--- config.mk ---
export PLATFORM = sky130hd
export DESIGN_NAME = axi_read_ctrl_flat
export DESIGN_NICKNAME = d
export VERILOG_FILES = /design/src/verilog/axi_ram_pkg.sv /design/src/verilog/ram_port_if.sv /design/src/verilog/axi_read_ctrl.sv /design/src/verilog/burst_addr_gen.sv /design/src/flat_wrapper.sv
export SDC_FILE = /design/constraint.sdc
export NUM_CORES = 1
export LEC_CHECK = 0
export ABC_CLOCK_PERIOD_IN_PS = 5450
export BUFFER_PORTS_ARGS = -buffer_cell sky130_fd_sc_hd__buf_2
export CELL_PAD_IN_SITES_DETAIL_PLACEMENT = 1
export CELL_PAD_IN_SITES_GLOBAL_PLACEMENT = 2
export CORE_MARGIN = 10
export CORE_UTILIZATION = 36
export DETAILED_ROUTE_END_ITERATION = 8
export GPL_TIMING_DRIVEN = 0
export PLACE_DENSITY_LB_ADDON = 0.1
export REMOVE_ABC_BUFFERS = 1
export SYNTH_ARGS = -nofsm -noshare
export SYNTH_HDL_FRONTEND = slang
export SYNTH_HIERARCHICAL = 1
export SYNTH_SLANG_ARGS = --single-unit
--- constraint.sdc ---
create_clock -name S_AXI_ACLK -period 5.45 [get_ports S_AXI_ACLK]
set_input_delay 1.09 -clock S_AXI_ACLK [delete_from_list [all_inputs] [get_ports S_AXI_ACLK]]
set_output_delay 1.09 -clock S_AXI_ACLK [all_outputs]
set_load 0.01 [all_outputs]
--- src/verilog/axi_ram_pkg.sv ---
/*
 * shared widths, burst and response codes, queue beat types
 * and the depth of the B and R response queues
 */
`default_nettype none

package axi_ram_pkg;

    localparam int ADDR_W     = 16;
    localparam int DATA_W     = 32;
    localparam int STRB_W     = DATA_W / 8;
    localparam int ID_W       = 4;
    localparam int LEN_W      = 8;
    localparam int MEM_AW     = 10; // 1024 words
    localparam int WORD_LSB   = 2;
    localparam int WADDR_W    = ADDR_W - WORD_LSB; // word part of a byte address
    localparam int FIFO_DEPTH = 4;

    // reserved code 3 steps like INCR
    typedef enum logic [1:0] {
        BURST_FIXED = 2'd0,
        BURST_INCR  = 2'd1,
        BURST_WRAP  = 2'd2
    } burst_e;

    localparam logic [1:0] RESP_OKAY = 2'b00;

    typedef struct packed {
        logic [ID_W-1:0] id;
        logic [1:0]      resp;
    } b_beat_t;

    typedef struct packed {
        logic [ID_W-1:0]   id;
        logic [DATA_W-1:0] data;
        logic [1:0]        resp;
        logic              last;
    } r_beat_t;

endpackage

`default_nettype wire

--- src/verilog/ram_port_if.sv ---
/*
 * memory port bundle: byte-masked write port and registered read port
 */
`timescale 1ns/1ps
`default_nettype none

interface ram_port_if (
    input wire clk
);

    logic                             we;
    logic [axi_ram_pkg::MEM_AW-1:0]   waddr;
    logic [axi_ram_pkg::DATA_W-1:0]   wdata;
    logic [axi_ram_pkg::STRB_W-1:0]   wstrb;
    logic                             re;
    logic [axi_ram_pkg::MEM_AW-1:0]   raddr;
    logic [axi_ram_pkg::DATA_W-1:0]   rdata; // valid the cycle after re, held until next read

    modport writer (output we, waddr, wdata, wstrb);

    modport reader (output re, raddr);

    modport mem (
        input  clk, we, waddr, wdata, wstrb, re, raddr,
        output rdata
    );

endinterface

`default_nettype wire

--- src/verilog/axi_read_ctrl.sv ---
/*
 * AXI read side: AR acceptance, credit-limited memory read issue
 * and tagging of beats coming back from memory
 */
`timescale 1ns/1ps
`default_nettype none

module axi_read_ctrl (
    input  wire                             S_AXI_ACLK,
    input  wire                             S_AXI_ARESETN,
    input  wire [axi_ram_pkg::ID_W-1:0]     arid,
    input  wire [axi_ram_pkg::ADDR_W-1:0]   araddr,
    input  wire [axi_ram_pkg::LEN_W-1:0]    arlen,
    input  wire axi_ram_pkg::burst_e        arburst,
    input  wire                             arvalid,
    input  wire                             r_pop,
    output logic                            arready,
    output logic                            rd_ret_valid,
    output logic [axi_ram_pkg::ID_W-1:0]    rd_ret_id,
    output logic                            rd_ret_last,
    ram_port_if.reader                      ram
);

    logic                                    ar_hs;
    logic                                    issue;
    logic                                    busy;
    logic [axi_ram_pkg::ADDR_W-1:0]          beat_addr;
    logic                                    beat_last;
    logic [axi_ram_pkg::ID_W-1:0]            id_q;
    logic [$clog2(axi_ram_pkg::FIFO_DEPTH):0] outstanding; // issued, not yet popped

    assign arready = !busy;
    assign ar_hs   = arvalid && arready;
    // beats in memory plus beats in the R queue never exceed its depth
    assign issue   = busy && (outstanding < axi_ram_pkg::FIFO_DEPTH);

    burst_addr_gen addr_gen_i (
        .S_AXI_ACLK    (S_AXI_ACLK),
        .S_AXI_ARESETN (S_AXI_ARESETN),
        .start         (ar_hs),
        .start_addr    (araddr),
        .len           (arlen),
        .burst         (arburst),
        .advance       (issue),
        .addr          (beat_addr),
        .last          (beat_last),
        .active        (busy)
    );

    always_ff @(posedge S_AXI_ACLK) begin
        if (ar_hs) begin
            id_q <= arid;
        end
    end

    always_ff @(posedge S_AXI_ACLK) begin
        if (!S_AXI_ARESETN) begin
            outstanding <= '0;
        end else begin
            case ({issue, r_pop})
                2'b10:   outstanding <= outstanding + 1'b1;
                2'b01:   outstanding <= outstanding - 1'b1;
                default: outstanding <= outstanding; // both or neither
            endcase
        end
    end

    assign ram.re    = issue;
    assign ram.raddr = beat_addr[axi_ram_pkg::WORD_LSB +: axi_ram_pkg::MEM_AW];

    // tags follow the one-cycle memory read latency
    always_ff @(posedge S_AXI_ACLK) begin
        if (!S_AXI_ARESETN) begin
            rd_ret_valid <= 1'b0;
        end else begin
            rd_ret_valid <= issue;
        end
    end

    always_ff @(posedge S_AXI_ACLK) begin
        rd_ret_id   <= id_q;
        rd_ret_last <= beat_last;
    end

endmodule

`default_nettype wire

--- src/verilog/burst_addr_gen.sv ---
/*
 * beat address and beat count sequencer for one AXI burst
 * FIXED, INCR and WRAP stepping on word addresses
 */
`timescale 1ns/1ps
`default_nettype none

module burst_addr_gen (
    input  wire                             S_AXI_ACLK,
    input  wire                             S_AXI_ARESETN,
    input  wire                             start,
    input  wire [axi_ram_pkg::ADDR_W-1:0]   start_addr,
    input  wire [axi_ram_pkg::LEN_W-1:0]    len,
    input  wire axi_ram_pkg::burst_e        burst,
    input  wire                             advance,
    output logic [axi_ram_pkg::ADDR_W-1:0]  addr,
    output logic                            last,
    output logic                            active
);

    logic [axi_ram_pkg::WADDR_W-1:0] word_q;
    logic [axi_ram_pkg::WADDR_W-1:0] word_nxt;
    logic [axi_ram_pkg::WADDR_W-1:0] wrap_mask;
    logic [axi_ram_pkg::LEN_W-1:0]   len_q;
    logic [axi_ram_pkg::LEN_W-1:0]   cnt_q;
    axi_ram_pkg::burst_e             burst_q;

    // wrap block is len+1 words, so len itself is the offset mask
    assign wrap_mask = {{(axi_ram_pkg::WADDR_W - axi_ram_pkg::LEN_W){1'b0}}, len_q};

    always_comb begin
        case (burst_q)
            axi_ram_pkg::BURST_FIXED: word_nxt = word_q;
            axi_ram_pkg::BURST_WRAP:
                word_nxt = (word_q & ~wrap_mask) | ((word_q + 1'b1) & wrap_mask);
            default:                  word_nxt = word_q + 1'b1; // INCR and reserved
        endcase
    end

    always_ff @(posedge S_AXI_ACLK) begin
        if (!S_AXI_ARESETN) begin
            active <= 1'b0;
            cnt_q  <= '0;
        end else if (start) begin
            active <= 1'b1;
            cnt_q  <= '0;
        end else if (advance && active) begin
            cnt_q <= cnt_q + 1'b1;
            if (last) begin
                active <= 1'b0; // burst done
            end
        end
    end

    always_ff @(posedge S_AXI_ACLK) begin
        if (start) begin
            word_q  <= start_addr[axi_ram_pkg::ADDR_W-1:axi_ram_pkg::WORD_LSB];
            len_q   <= len;
            burst_q <= burst;
        end else if (advance && active) begin
            word_q <= word_nxt;
        end
    end

    assign addr = {word_q, {axi_ram_pkg::WORD_LSB{1'b0}}};
    assign last = active && (cnt_q == len_q);

endmodule

`default_nettype wire

--- src/flat_wrapper.sv ---
// flat-port wrapper written by rule: the top's interface ports become plain ports
module axi_read_ctrl_flat 
  (S_AXI_ACLK, S_AXI_ARESETN, arid, araddr, arlen, arburst, arvalid, r_pop, arready, rd_ret_valid, rd_ret_id, rd_ret_last, clk, ram_re, ram_raddr);
  ram_port_if ram_i (.clk(clk));
  input  wire S_AXI_ACLK;
  input  wire S_AXI_ARESETN;
  input  wire [axi_ram_pkg::ID_W-1:0] arid;
  input  wire [axi_ram_pkg::ADDR_W-1:0] araddr;
  input  wire [axi_ram_pkg::LEN_W-1:0] arlen;
  input  wire axi_ram_pkg::burst_e arburst;
  input  wire arvalid;
  input  wire r_pop;
  output logic arready;
  output logic rd_ret_valid;
  output logic [axi_ram_pkg::ID_W-1:0] rd_ret_id;
  output logic rd_ret_last;
  input wire logic clk;
  output wire logic [$bits(ram_i.re)-1:0] ram_re;
  output wire logic [$bits(ram_i.raddr)-1:0] ram_raddr;
  assign ram_re = ram_i.re;
  assign ram_raddr = ram_i.raddr;
  axi_read_ctrl u_core (.S_AXI_ACLK(S_AXI_ACLK), .S_AXI_ARESETN(S_AXI_ARESETN), .arid(arid), .araddr(araddr), .arlen(arlen), .arburst(arburst), .arvalid(arvalid), .r_pop(r_pop), .arready(arready), .rd_ret_valid(rd_ret_valid), .rd_ret_id(rd_ret_id), .rd_ret_last(rd_ret_last), .ram(ram_i));
endmodule
== After elaboration in Yosys (flattened, before gate mapping) ==
Index checks and enable logic that the tools add are counted.
Cells by class
  add/subtract/negate cells: 4
  eq/ne operators: 5
  reductions and logical operators: 12
  mux-type cells: 7
  bitwise gates (word level): 5
  magnitude comparators: 1
Operator list (count)
  $mux 14: 2
  $pmux 14 s2: 1
  $add 14x1->14 const B: 1
  $and 14x14->14: 1
  $and 14x8->14: 1
  $not 8->14: 1
  $or 14x14->14: 1
  $add 8x1->8 const B: 1
  $eq 8x8->1: 1
  $pmux 3 s2: 1
  $reduce_bool 2->1: 3
  $eq 2x2->1 const B: 2
  $logic_and 1x1->1: 4
  $reduce_and 2->1: 2
  $add 3x1->3 const B: 1
  $lt 3x3->1 const B: 1
  $mux 1: 3
  $sub 3x1->3 const B: 1
  $eq 2x1->1 const B: 1
  $logic_not 2->1: 1
  $ne 2x2->1 const B: 1
  $reduce_or 2->1: 1
  $logic_not 1->1: 1
  $not 1->1: 1
Storage, ports and cells
  output and inout port bits: 18
  input bits: 35
  register bits after elaboration: 46
  word-level logic and storage cells: 44

== Longest topological paths before layout ==
Gate-level depths: netlist of the first run.
  depth in word-level cells: 6
  gate-level depth with buffers: 7
  gate-level depth less buffers: 7

== Modules after synthesis ==
The synthesis of the first run kept the hierarchy.
Modules (own cells, without submodules)
  burst_addr_gen: cells an instance 165, area each 1796.7 um^2, seq. area each 900.9 um^2, times used 1
  axi_read_ctrl: cells an instance 32, area each 427.9 um^2, seq. area each 300.3 um^2, times used 1

== Worst setup path after synthesis of the first run ==
Ideal clock, no wire load.
  path type: input to register
  from: in arvalid
  to: reg u_core/addr_gen_i/word_q[10] (netlist bit) (enable)
  cell stages on the path: 5
  setup slack: 2488 ps
  required time: 5130 ps
  arrival time: 2641 ps
  path through: nor2b_1 > clkbuf_1 > inv_1 > nand2_1 > and2_1
Between the ends
  longest elaborated chain between the ends: 3
  elaborated cells between the ends (all ways): 4
  classes of those cells: eq/ne: 1; reduce/logical: 3
Ends and longest elaborated chain
  start, declared: RTL line flat_wrapper.sv:11  | input wire arvalid;
  $logic_and 1x1->1 *: RTL line axi_read_ctrl.sv:33  | assign ar_hs = arvalid && arready;
  $ne 2x2->1 (no line) or $reduce_bool 2->1 (tied branches)
  $reduce_and 2->1 (no line) *
  end signal, assigned: RTL line burst_addr_gen.sv:57  | word_q <= start_addr[axi_ram_pkg::ADDR_W-1:axi_ram_pkg::WORD_LSB];
  end signal, assigned: RTL line burst_addr_gen.sv:61  | word_q <= word_nxt;
  end, declared: RTL line burst_addr_gen.sv:21  | logic [axi_ram_pkg::WADDR_W-1:0] word_q;
Every way passes the cells marked *; elsewhere a longest branch is shown, timed or not.
A chain may end at the register's enable or synchronous reset.

== Worst setup path after layout of the first run ==
  from: in arvalid
  to: reg u_core/addr_gen_i/word_q[9] (netlist bit) (enable)
Between the ends
  longest elaborated chain between the ends: 3
  elaborated cells between the ends (all ways): 4
  classes of those cells: eq/ne: 1; reduce/logical: 3
Ends and longest elaborated chain
  $logic_and 1x1->1 *: RTL line axi_read_ctrl.sv:33
  net u_core.ar_hs: RTL line axi_read_ctrl.sv:24  | logic ar_hs;
  $ne 2x2->1 (no line) or $reduce_bool 2->1 (tied branches)
  $reduce_and 2->1 (no line) *
Mark *: on every way through the listed nets, which the timed path passes. The rest lies on a longest branch.

==> out/results.md, run 1 <==
* status: completed
* VDD IR max: 0.1232 mV
* fill count: 598
* Final Power: 715.8 uW
* data arrival at the endpoint of the critical path: 2.62 ns
* maximum fanout along the worst path: 22
* kind of start point of the critical path: input port
* grt ovf: 0
* internal power: 535.1 uW
* total cell area at the placement stage: 2252 sq um
* net count of the finished layout: 259
* area enclosed by the die boundary: 8656 sq um
* number of antenna violations at the first check in global routing: 0
* total power per unit cell area: 304.1 nW/um^2
* total detailed-routing wirelength: 4436 microns
* count of antenna-violating nets left after detailed routing: 0
* DR top layer: met4
* global-route total usage across every layer: 10.46%
* Core ar.: 5140 sq um
* clk sink count: 42
* final critical delay including setup and external delays: 2.623 ns
* Total Negative Setup Slacks: 0 ns
* final design utilization: 45.79%
* number of buffers added by the clock tree synthesis step: 5
* routability congestion estimate from global placement: 0.7249
* hold slack final: 0.3432 ns
* switching power of the nets: 180.7 uW
* overall via count from detail_route: 1369
* pins over their slew limit: 0
* maximum root-to-sink buffer count: 2
* area of the mapped netlist: 1921 sq um
* detail-routed net length per standard cell: 15.24 microns
* Critical-path top delay cell: sky130_fd_sc_hd__nor2b_2
* wire length of the first global-routing pass: 7293 microns
* worst clock skew: 0.005419 ns
* metal3 WL: 236 microns
* initial DRC count: 32
* count of placed standard cells in the final layout, fillers left out: 291
* worst stage delay on the critical path: 0.59 ns
* clock latency on the worst-skew pair: 0.28 ns
* pin count of the biggest net entering global routing: 23
* number of instances in the synthesized netlist: 170
* worst-case setup slack after placement: 2.506 ns
* clock edge transition at the registers on the reported setup and hold paths: 0.08 ns
* H-tree lvl count: 2
* count of yosys warnings during synthesis: 6
* setup bufs post-CTS: 0
* setup repair after global routing missed its margin: no
* cell at the root of the clock tree: sky130_fd_sc_hd__clkbuf_8
* highest achievable clock rate: 381.2 MHz
* Layout area overhead: 22.54%
* share of power burned in combinational logic: 15.6%
* CP required: 5.45 ns
* Placed Cells incl. Taps: 283
* post-layout worst setup margin: 2.827 ns
* Hold-fix buffers, CTS: 0
* Layout Cell Area excl Fill: 2354 sq um
* vertical die dimension: 93.04 microns
* clock network fraction of total power: 30.5%
* Ant. Diodes: 0
* Relative slew margins: 52.27%
* number of optimization iterations in the first detailed-route pass: 4
* number of placed I/O pins: 53
* type of the most critical hold path: reg2reg
* Row Count: 26
* setup-violating endpoint count in the final report: 0
* leakage power: 0.9120 nW
* Post-Route M1 WL: 1889 microns
* count of endpoints failing hold in the final timing report: 0
* net switching fraction of the power: 25.24%
* Final Cycle Share: 48.13%
* critical path start-end classification: in2reg
* ratio of cells with drive above 1 in the final layout: 28.05%
* cell-by-cell trace of the critical path: buf_2 > nor2b_2 > buf_16 > inv_1 > nand2_1 > and2_1
* element type at the critical path end: flop
* synthesized area divided by synthesized cell count: 11.30 sq um
* number of global-route vias before repair: 1473
* Worst Tran Pin Value: 0.7128 ns
* Port-buffer cells: 45
* met2 WL: 2275 microns
* DP HPWL: 3545 microns
* via-per-instance ratio: 4.704
* number of cells upsized or downsized after cts: 0
* initial standard-cell utilization of the core: 37.37%
* relative contribution of sequential cells to total power: 54.0%
* CTS tree: yes
* die width: 93.04 microns
* number of max-capacitance violations reported: 0
* DR DRC count: 0
[critical path: cells and delay by family]
kind / cells / cell delay (ns)
AND/OR/NAND/NOR: 3 / 1.07
buffers and inverters: 3 / 0.45
[routing by layer]
metal | global-route usage, % | vias to the layer above
met5 | 0 | -
met4 | 3.085 | 0
met3 | 3.917 | 5
met2 | 18.17 | 25
met1 | 11.66 | 645
li1 | - | 694
[power by group through the flow]
| stage | logic (mW) | clock network (mW) | registers (mW) |
|---|---|---|---|
| finish | 0.111 | 0.218 | 0.386 |
| global route | 0.127 | 0.236 | 0.391 |
| CTS | 0.115 | 0.228 | 0.387 |
| detailed placement | 0.113 | 0 | 0.395 |
| global placement | 0.106 | 0 | 0.393 |
| floorplan | 0.0654 | 0 | 0.395 |
[worst paths after layout]
| path | cells after the start | from | slack [ns] | endpoint |
|---|---|---|---|---|
| setup / recovery | 6 | arvalid | 2.83 | u_core/addr_gen_i/word_q[9]$_DFFE_PP_ |
| hold / removal | 0 | u_core/id_q[2]$_DFFE_PP_ | 0.34 | u_core/rd_ret_id[2]$_DFF_P_ |
| setup reg to reg | 5 | u_core/addr_gen_i/active$_SDFFE_PN0P_ | 3.29 | u_core/addr_gen_i/word_q[9]$_DFFE_PP_ |
| hold reg to reg | 0 | u_core/id_q[2]$_DFFE_PP_ | 0.34 | u_core/rd_ret_id[2]$_DFF_P_ |
[layout by cell type, fill, tap and decap left out, types with 7 or more instances in the layout]
cell / n
sky130_fd_sc_hd__buf_2: 45
sky130_fd_sc_hd__dfxtp_1: 18
sky130_fd_sc_hd__edfxtp_1: 24
sky130_fd_sc_hd__inv_1: 8
sky130_fd_sc_hd__nand2_1: 19
sky130_fd_sc_hd__nor2_1: 13
sky130_fd_sc_hd__o21a_1: 7
sky130_fd_sc_hd__o21ai_0: 12
sky130_fd_sc_hd__xnor2_1: 14
sky130_fd_sc_hd__xor2_1: 10
[area by class of cell]
class / instances / area, sq um / area share [%]
clock buffer: 8 / 101.3 / 4.306
inverter: 8 / 30.03 / 1.276
multi-input combinational: 117 / 800.8 / 34.02
sequential: 42 / 1081 / 45.93
tap: 70 / 87.58 / 3.721
timing repair buffer: 46 / 252.7 / 10.74
Power figures use the tool's default switching activity.
==> run 2, diff against run 1 <==
--- a/config.mk
+++ b/config.mk
@@ -5,12 +5,12 @@
 export SDC_FILE = /design/constraint.sdc
 export NUM_CORES = 1
 export LEC_CHECK = 0
-export ABC_CLOCK_PERIOD_IN_PS = 5450
+export ABC_CLOCK_PERIOD_IN_PS = 2220
 export BUFFER_PORTS_ARGS = -buffer_cell sky130_fd_sc_hd__buf_2
 export CELL_PAD_IN_SITES_DETAIL_PLACEMENT = 1
 export CELL_PAD_IN_SITES_GLOBAL_PLACEMENT = 2
 export CORE_MARGIN = 10
-export CORE_UTILIZATION = 36
+export CORE_UTILIZATION = 31
 export DETAILED_ROUTE_END_ITERATION = 8
 export GPL_TIMING_DRIVEN = 0
 export PLACE_DENSITY_LB_ADDON = 0.1
==> constraint.sdc (replaced) <==
create_clock -name S_AXI_ACLK -period 2.22 [get_ports S_AXI_ACLK]
set_input_delay 0.444 -clock S_AXI_ACLK [delete_from_list [all_inputs] [get_ports S_AXI_ACLK]]
set_output_delay 0.444 -clock S_AXI_ACLK [all_outputs]
set_load 0.01 [all_outputs]
==> run 2 against run 1 <==
Sequential share of layout area fell by 0.46 points. Utilization fell by 5.9 points. Die area rose by 13%. Cell area rose by 1.0%. Wire length rose by 7.4%. Flip-flop and latch count did not move. Critical path depth fell by 1. Via count rose by 3.3%. Register-to-register slack got worse by 3.1 ns. Clock power rose to 2.7 times the previous value. Clock-buffer cell count fell by 1. Total power rose to 2.5 times the previous value. Critical path type is now reg2reg. Highest routed layer unchanged.
==> out/results.md, run 2 (synthesized netlist as in run 1, its figures left out) <==
* final critical delay including setup and external delays: 1.991 ns
* H-tree lvl count: 2
* number of placed I/O pins: 53
* setup-violating endpoint count in the final report: 0
* number of buffers added by the clock tree synthesis step: 5
* number of max-capacitance violations reported: 0
* wire length of the first global-routing pass: 8024 microns
* kind of start point of the critical path: flop
* pin count of the biggest net entering global routing: 23
* Core ar.: 5956 sq um
* global-route total usage across every layer: 9.963%
* pins over their slew limit: 0
* Worst Tran Pin Value: 0.3948 ns
* number of global-route vias before repair: 1560
* via-per-instance ratio: 4.777
* count of antenna-violating nets left after detailed routing: 0
* CTS tree: yes
* ratio of cells with drive above 1 in the final layout: 28.05%
* initial standard-cell utilization of the core: 32.25%
* Relative slew margins: 73.62%
* status: completed
* type of the most critical hold path: in2reg
* leakage power: 0.9192 nW
* highest achievable clock rate: 502.3 MHz
* worst stage delay on the critical path: 0.42 ns
* commonest cells after routing, fill and taps aside: sky130_fd_sc_hd__buf_2 (45), sky130_fd_sc_hd__edfxtp_1 (24), sky130_fd_sc_hd__nand2_1 (19)
* hold path depth: 1
* Ant. Diodes: 0
* setup repair after global routing missed its margin: no
* post-layout worst setup margin: 0.2292 ns
* leading cell type in the layout, fill and taps excluded: sky130_fd_sc_hd__buf_2
* initial DRC count: 49
* cell-by-cell trace of the critical path: nor2b_4 > buf_16 > inv_1 > nand2_1 > and2_1
* number of optimization iterations in the first detailed-route pass: 4
* critical path start-end classification: reg2reg
* startpoint of the most critical hold path: arid[1]
* net count of the finished layout: 259
* clock latency on the worst-skew pair: 0.29 ns
* VDD IR max: 0.2481 mV
* capture instance of the worst register-to-register path: u_core/addr_gen_i/word_q[8]$_DFFE_PP_
* source of the worst register-to-register timing path: u_core/addr_gen_i/active$_SDFFE_PN0P_
* Row Count: 28
* data arrival at the endpoint of the critical path: 1.99 ns
* die width: 98.71 microns
* total detailed-routing wirelength: 4763 microns
* overall via count from detail_route: 1414
* vertical die dimension: 98.71 microns
* Port-buffer cells: 45
* routability congestion estimate from global placement: 0.7303
* CP required: 2.22 ns
* element type at the critical path end: flop
* worst clock skew: 0.005062 ns
* total power per unit cell area: 766.7 nW/um^2
* DP HPWL: 3660 microns
* Layout area overhead: 23.78%
* area enclosed by the die boundary: 9744 sq um
* hold slack final: 0.3231 ns
* detail-routed net length per standard cell: 16.09 microns
* DR DRC count: 0
* Critical-path top delay cell: sky130_fd_sc_hd__dfxtp_1
* total cell area at the placement stage: 2258 sq um
* grt ovf: 0
* maximum fanout along the worst path: 22
* Final Cycle Share: 89.67%
* Worst Hold Endpoint: u_core/id_q[1]$_DFFE_PP_
* depth of the most critical reg-to-reg path: 5
* maximum root-to-sink buffer count: 2
* setup bufs post-CTS: 0
* Layout Cell Area excl Fill: 2377 sq um
* delay-heaviest family, CP: simple AND/OR/NAND/NOR gates
* count of endpoints failing hold in the final timing report: 0
* worst-case setup slack after placement: -0.08835 ns
* cell at the root of the clock tree: sky130_fd_sc_hd__clkbuf_8
* number of antenna violations at the first check in global routing: 0
* slack of the worst reg-to-reg path: 0.23 ns
* clk sink count: 42
* number of buffer and inverter instances along the worst setup path: 2
* clock edge transition at the registers on the reported setup and hold paths: 0.08 ns
-- run 2: power by group --
group | switching (mW) | total [mW] | internal, mW
logic | 0.149 | 0.277 | 0.129
clock network | 0.257 | 0.594 | 0.337
registers | 0.0567 | 0.951 | 0.895
-- run 2: layer usage --
metal,track usage [%],routed length [microns]
met1,11.77,2083
met2,17.15,2441
met3,2.933,206
met4,2.646,32
met5,0,0
-- run 2: worst max path at each step --
| stage | slack (ns) | depth (start not counted) | from | endpoint |
|---|---|---|---|---|
| after detailed placement | -0.09 | 6 | arvalid | u_core/addr_gen_i/word_q[8]$_DFFE_PP_ |
| after global routing | 0.06 | 5 | u_core/addr_gen_i/active$_SDFFE_PN0P_ | u_core/addr_gen_i/word_q[8]$_DFFE_PP_ |
| after floorplan | -0.59 | 4 | arvalid | u_core/addr_gen_i/word_q[8]$_DFFE_PP_ |
| after global placement | -1.81 | 5 | arvalid | u_core/addr_gen_i/word_q[8]$_DFFE_PP_ |
| after CTS | 0.007 | 5 | u_core/addr_gen_i/active$_SDFFE_PN0P_ | u_core/addr_gen_i/word_q[9]$_DFFE_PP_ |
| final | 0.23 | 5 | u_core/addr_gen_i/active$_SDFFE_PN0P_ | u_core/addr_gen_i/word_q[8]$_DFFE_PP_ |
-- run 2: stage by stage --
step / instances / utilization, % / total power, mW / TNS [ns]
floorplan: 167 / - / 1.130 / -8.843
global placement: 287 / 37.42 / 1.229 / -49.06
detailed placement: 288 / 37.92 / 1.250 / -0.2955
CTS: 296 / 39.71 / 1.847 / 0
global route: 296 / 39.92 / 1.927 / 0
finish: 296 / 39.92 / 1.823 / 0
-- run 2: cell type report --
type	instances	area, sq um
Clock buffer	7	76.32
Clock inverter	1	30.03
Fill cell	699	3578
Inverter	8	30.03
Multi-Input combinational cell	117	813.3
Sequential cell	42	1081
Tap cell	75	93.84
Timing Repair Buffer	46	252.7
-- run 2: repair_timing --
action / in CTS / in global routing
gates resized for setup: 0 / 2
hold buffers: 0 / 0
endpoints found under the setup margin: 0 / 9
==> run 3, diff against run 2 <==
--- a/config.mk
+++ b/config.mk
@@ -5,12 +5,13 @@
 export SDC_FILE = /design/constraint.sdc
 export NUM_CORES = 1
 export LEC_CHECK = 0
-export ABC_CLOCK_PERIOD_IN_PS = 2220
+export ABC_CLOCK_PERIOD_IN_PS = 1750
 export BUFFER_PORTS_ARGS = -buffer_cell sky130_fd_sc_hd__buf_2
 export CELL_PAD_IN_SITES_DETAIL_PLACEMENT = 1
 export CELL_PAD_IN_SITES_GLOBAL_PLACEMENT = 2
 export CORE_MARGIN = 10
 export CORE_UTILIZATION = 31
+export CTS_CLUSTER_DIAMETER = 100
 export DETAILED_ROUTE_END_ITERATION = 8
 export GPL_TIMING_DRIVEN = 0
 export PLACE_DENSITY_LB_ADDON = 0.1
==> constraint.sdc (replaced) <==
create_clock -name S_AXI_ACLK -period 1.75 [get_ports S_AXI_ACLK]
set_input_delay 0.35 -clock S_AXI_ACLK [delete_from_list [all_inputs] [get_ports S_AXI_ACLK]]
set_output_delay 0.35 -clock S_AXI_ACLK [all_outputs]
set_load 0.01 [all_outputs]
==> run 3 against run 2 <==
Hold slack worse by 0.095 ns. Total power is 30% higher. Largest power group unchanged. Final cell count is 2.0% higher. Highest routed layer unchanged.
==> out/results.md, run 3 (synthesized netlist as in run 1, its figures left out) <==
* net count of the finished layout: 265
* Relative slew margins: 75.01%
* Worst Tran Pin Value: 0.3748 ns
* number of buffers added by the clock tree synthesis step: 5
* count of placed standard cells in the final layout, fillers left out: 302
* final critical delay including setup and external delays: 1.652 ns
* Worst Hold Endpoint: u_core/id_q[1]$_DFFE_PP_
* setup repair after global routing missed its margin: no
* DP HPWL: 3660 microns
* total detailed-routing wirelength: 4943 microns
* DR DRC count: 0
* Ant. Diodes: 0
* maximum fanout along the worst path: 22
* slack of the worst reg-to-reg path: 0.1 ns
* global-route total usage across every layer: 10.02%
* kind of start point of the critical path: flop
* number of placed I/O pins: 53
* Core ar.: 5956 sq um
* DR top layer: met4
* setup-violating endpoint count in the final report: 0
* wire length of the first global-routing pass: 8086 microns
* pin count of the biggest net entering global routing: 23
* worst stage delay on the critical path: 0.38 ns
* type of the most critical hold path: in2reg
* VDD IR max: 0.3078 mV
* source of the worst register-to-register timing path: u_core/addr_gen_i/active$_SDFFE_PN0P_
* grt ovf: 0
* number of optimization iterations in the first detailed-route pass: 4
* Critical-path top delay cell: sky130_fd_sc_hd__dfxtp_4
* area enclosed by the die boundary: 9744 sq um
* metal3 WL: 204 microns
* H-tree lvl count: 2
* die width: 98.71 microns
* leading cell type in the layout, fill and taps excluded: sky130_fd_sc_hd__buf_2
* post-layout worst setup margin: 0.09803 ns
* met2 WL: 2574 microns
* commonest cells after routing, fill and taps aside: sky130_fd_sc_hd__buf_2 (45), sky130_fd_sc_hd__edfxtp_1 (24), sky130_fd_sc_hd__nand2_1 (17)
* Row Count: 28
* number of max-capacitance violations reported: 0
* overall via count from detail_route: 1428
* initial standard-cell utilization of the core: 32.25%
* clock latency on the worst-skew pair: 0.29 ns
* cell-by-cell trace of the critical path: nor2b_4 > buf_16 > clkinvlp_4 > o21ai_4 > clkbuf_2 > o21a_1
* initial DRC count: 63
* detail-routed net length per standard cell: 16.37 microns
* vertical die dimension: 98.71 microns
* count of endpoints failing hold in the final timing report: 0
* ratio of cells with drive above 1 in the final layout: 33.92%
* Placed Cells incl. Taps: 288
* delay-heaviest family, CP: buffers and inverters
* Port-buffer cells: 45
* startpoint of the most critical hold path: arid[1]
* critical path start-end classification: reg2reg
* Layout area overhead: 28.08%
* highest achievable clock rate: 605.3 MHz
* routability congestion estimate from global placement: 0.7303
* number of global-route vias before repair: 1587
* Post-Route M1 WL: 2128 microns
* clk sink count: 42
* CP required: 1.77 ns
* depth of the most critical reg-to-reg path: 6
* worst-case setup slack after placement: -0.4644 ns
* element type at the critical path end: flop
* clock edge transition at the registers on the reported setup and hold paths: 0.08 ns
* CTS tree: yes
* maximum root-to-sink buffer count: 2
* hold path depth: 1
* status: completed
* pins over their slew limit: 0
* cell at the root of the clock tree: sky130_fd_sc_hd__clkbuf_8
* leakage power: 0.9416 nW
* Final Cycle Share: 94.40%
* data arrival at the endpoint of the critical path: 1.67 ns
* worst clock skew: 0.005594 ns
* total power per unit cell area: 960.9 nW/um^2
* number of antenna violations at the first check in global routing: 0
* via-per-instance ratio: 4.728
* count of antenna-violating nets left after detailed routing: 0
* number of buffer and inverter instances along the worst setup path: 3
-- run 3: cell types whose count changed in the layout (fill, tap and decap cells not counted), sizes merged --
| cell | change |
|---|---|
| clkinvlp | +2 |
| inv | -2 |
| buf | +5 |
| clkbuf | +1 |
-- run 3: what timing repair did --
item / 4_1_cts / 5_1_grt
hold buffers: 0 / 0
setup buffers: 2 / 4
pin swaps: 1 / 2
resized for setup: 7 / 6
endpoints found under the setup margin: 22 / 10
-- run 3: layout make-up --
type / instances / area, sq um
Clock buffer: 7 / 76.32
Inverter: 8 / 37.54
Tap cell: 75 / 93.84
Multi-Input combinational cell: 117 / 840.8
Timing Repair Buffer: 52 / 295.3
Clock inverter: 1 / 30.03
Fill cell: 700 / 3496
Sequential cell: 42 / 1086
-- run 3: per-layer routing --
| metal | vias up | global-route usage [%] |
|---|---|---|
| met1 | 692 | 11.61 |
| met4 | 0 | 2.646 |
| li1 | 706 | - |
| met5 | - | 0 |
| met2 | 25 | 17.55 |
| met3 | 5 | 2.933 |
-- run 3: worst reg2reg max path: cells and delay by family, from the launching register on --
| family | cells | cell delay (ns) |
|---|---|---|
| buffers and inverters | 3 | 0.56 |
| AO/OA/AOI/OAI | 2 | 0.27 |
| AND/OR/NAND/NOR | 1 | 0.17 |
| flip-flops | 1 | 0.38 |
-- run 3: metrics by stage --
step | hold slack (ns) | TNS [ns] | power (mW) | area, sq um | util [%]
global placement | 0.3249 | -65.26 | 1.559 | 2228 | 37.42
floorplan | 0.3233 | -24.48 | 1.433 | 1909 | -
detailed placement | 0.3366 | -5.471 | 1.585 | 2258 | 37.92
global route | 0.2178 | 0 | 2.492 | 2460 | 41.30
finish | 0.2277 | 0 | 2.364 | 2460 | 41.30
CTS | 0.2238 | 0 | 2.361 | 2407 | 40.42
-- run 3: how the worst max path moves through the flow --
stage                                                  to  slack [ns]                                  start  cells after the start
floorplan           u_core/addr_gen_i/word_q[8]$_DFFE_PP_       -0.98  u_core/addr_gen_i/active$_SDFFE_PN0P_                      4
global placement    u_core/addr_gen_i/word_q[8]$_DFFE_PP_       -2.18                                arvalid                      5
detailed placement  u_core/addr_gen_i/word_q[8]$_DFFE_PP_       -0.46                                arvalid                      6
CTS                    u_core/outstanding[2]$_SDFFE_PN0P_       0.003     u_core/outstanding[2]$_SDFFE_PN0P_                      7
global route           u_core/outstanding[2]$_SDFFE_PN0P_        0.01     u_core/outstanding[2]$_SDFFE_PN0P_                      7
finish                                               flop         0.1  u_core/addr_gen_i/active$_SDFFE_PN0P_                      6
-- run 3: power breakdown --
part | total (mW) | internal [mW] | leakage [nW] | switching [mW]
registers | 1.21 | 1.14 | 0.380 | 0.0704
clock network | 0.758 | 0.427 | 0.0524 | 0.331
logic | 0.400 | 0.193 | 0.509 | 0.207
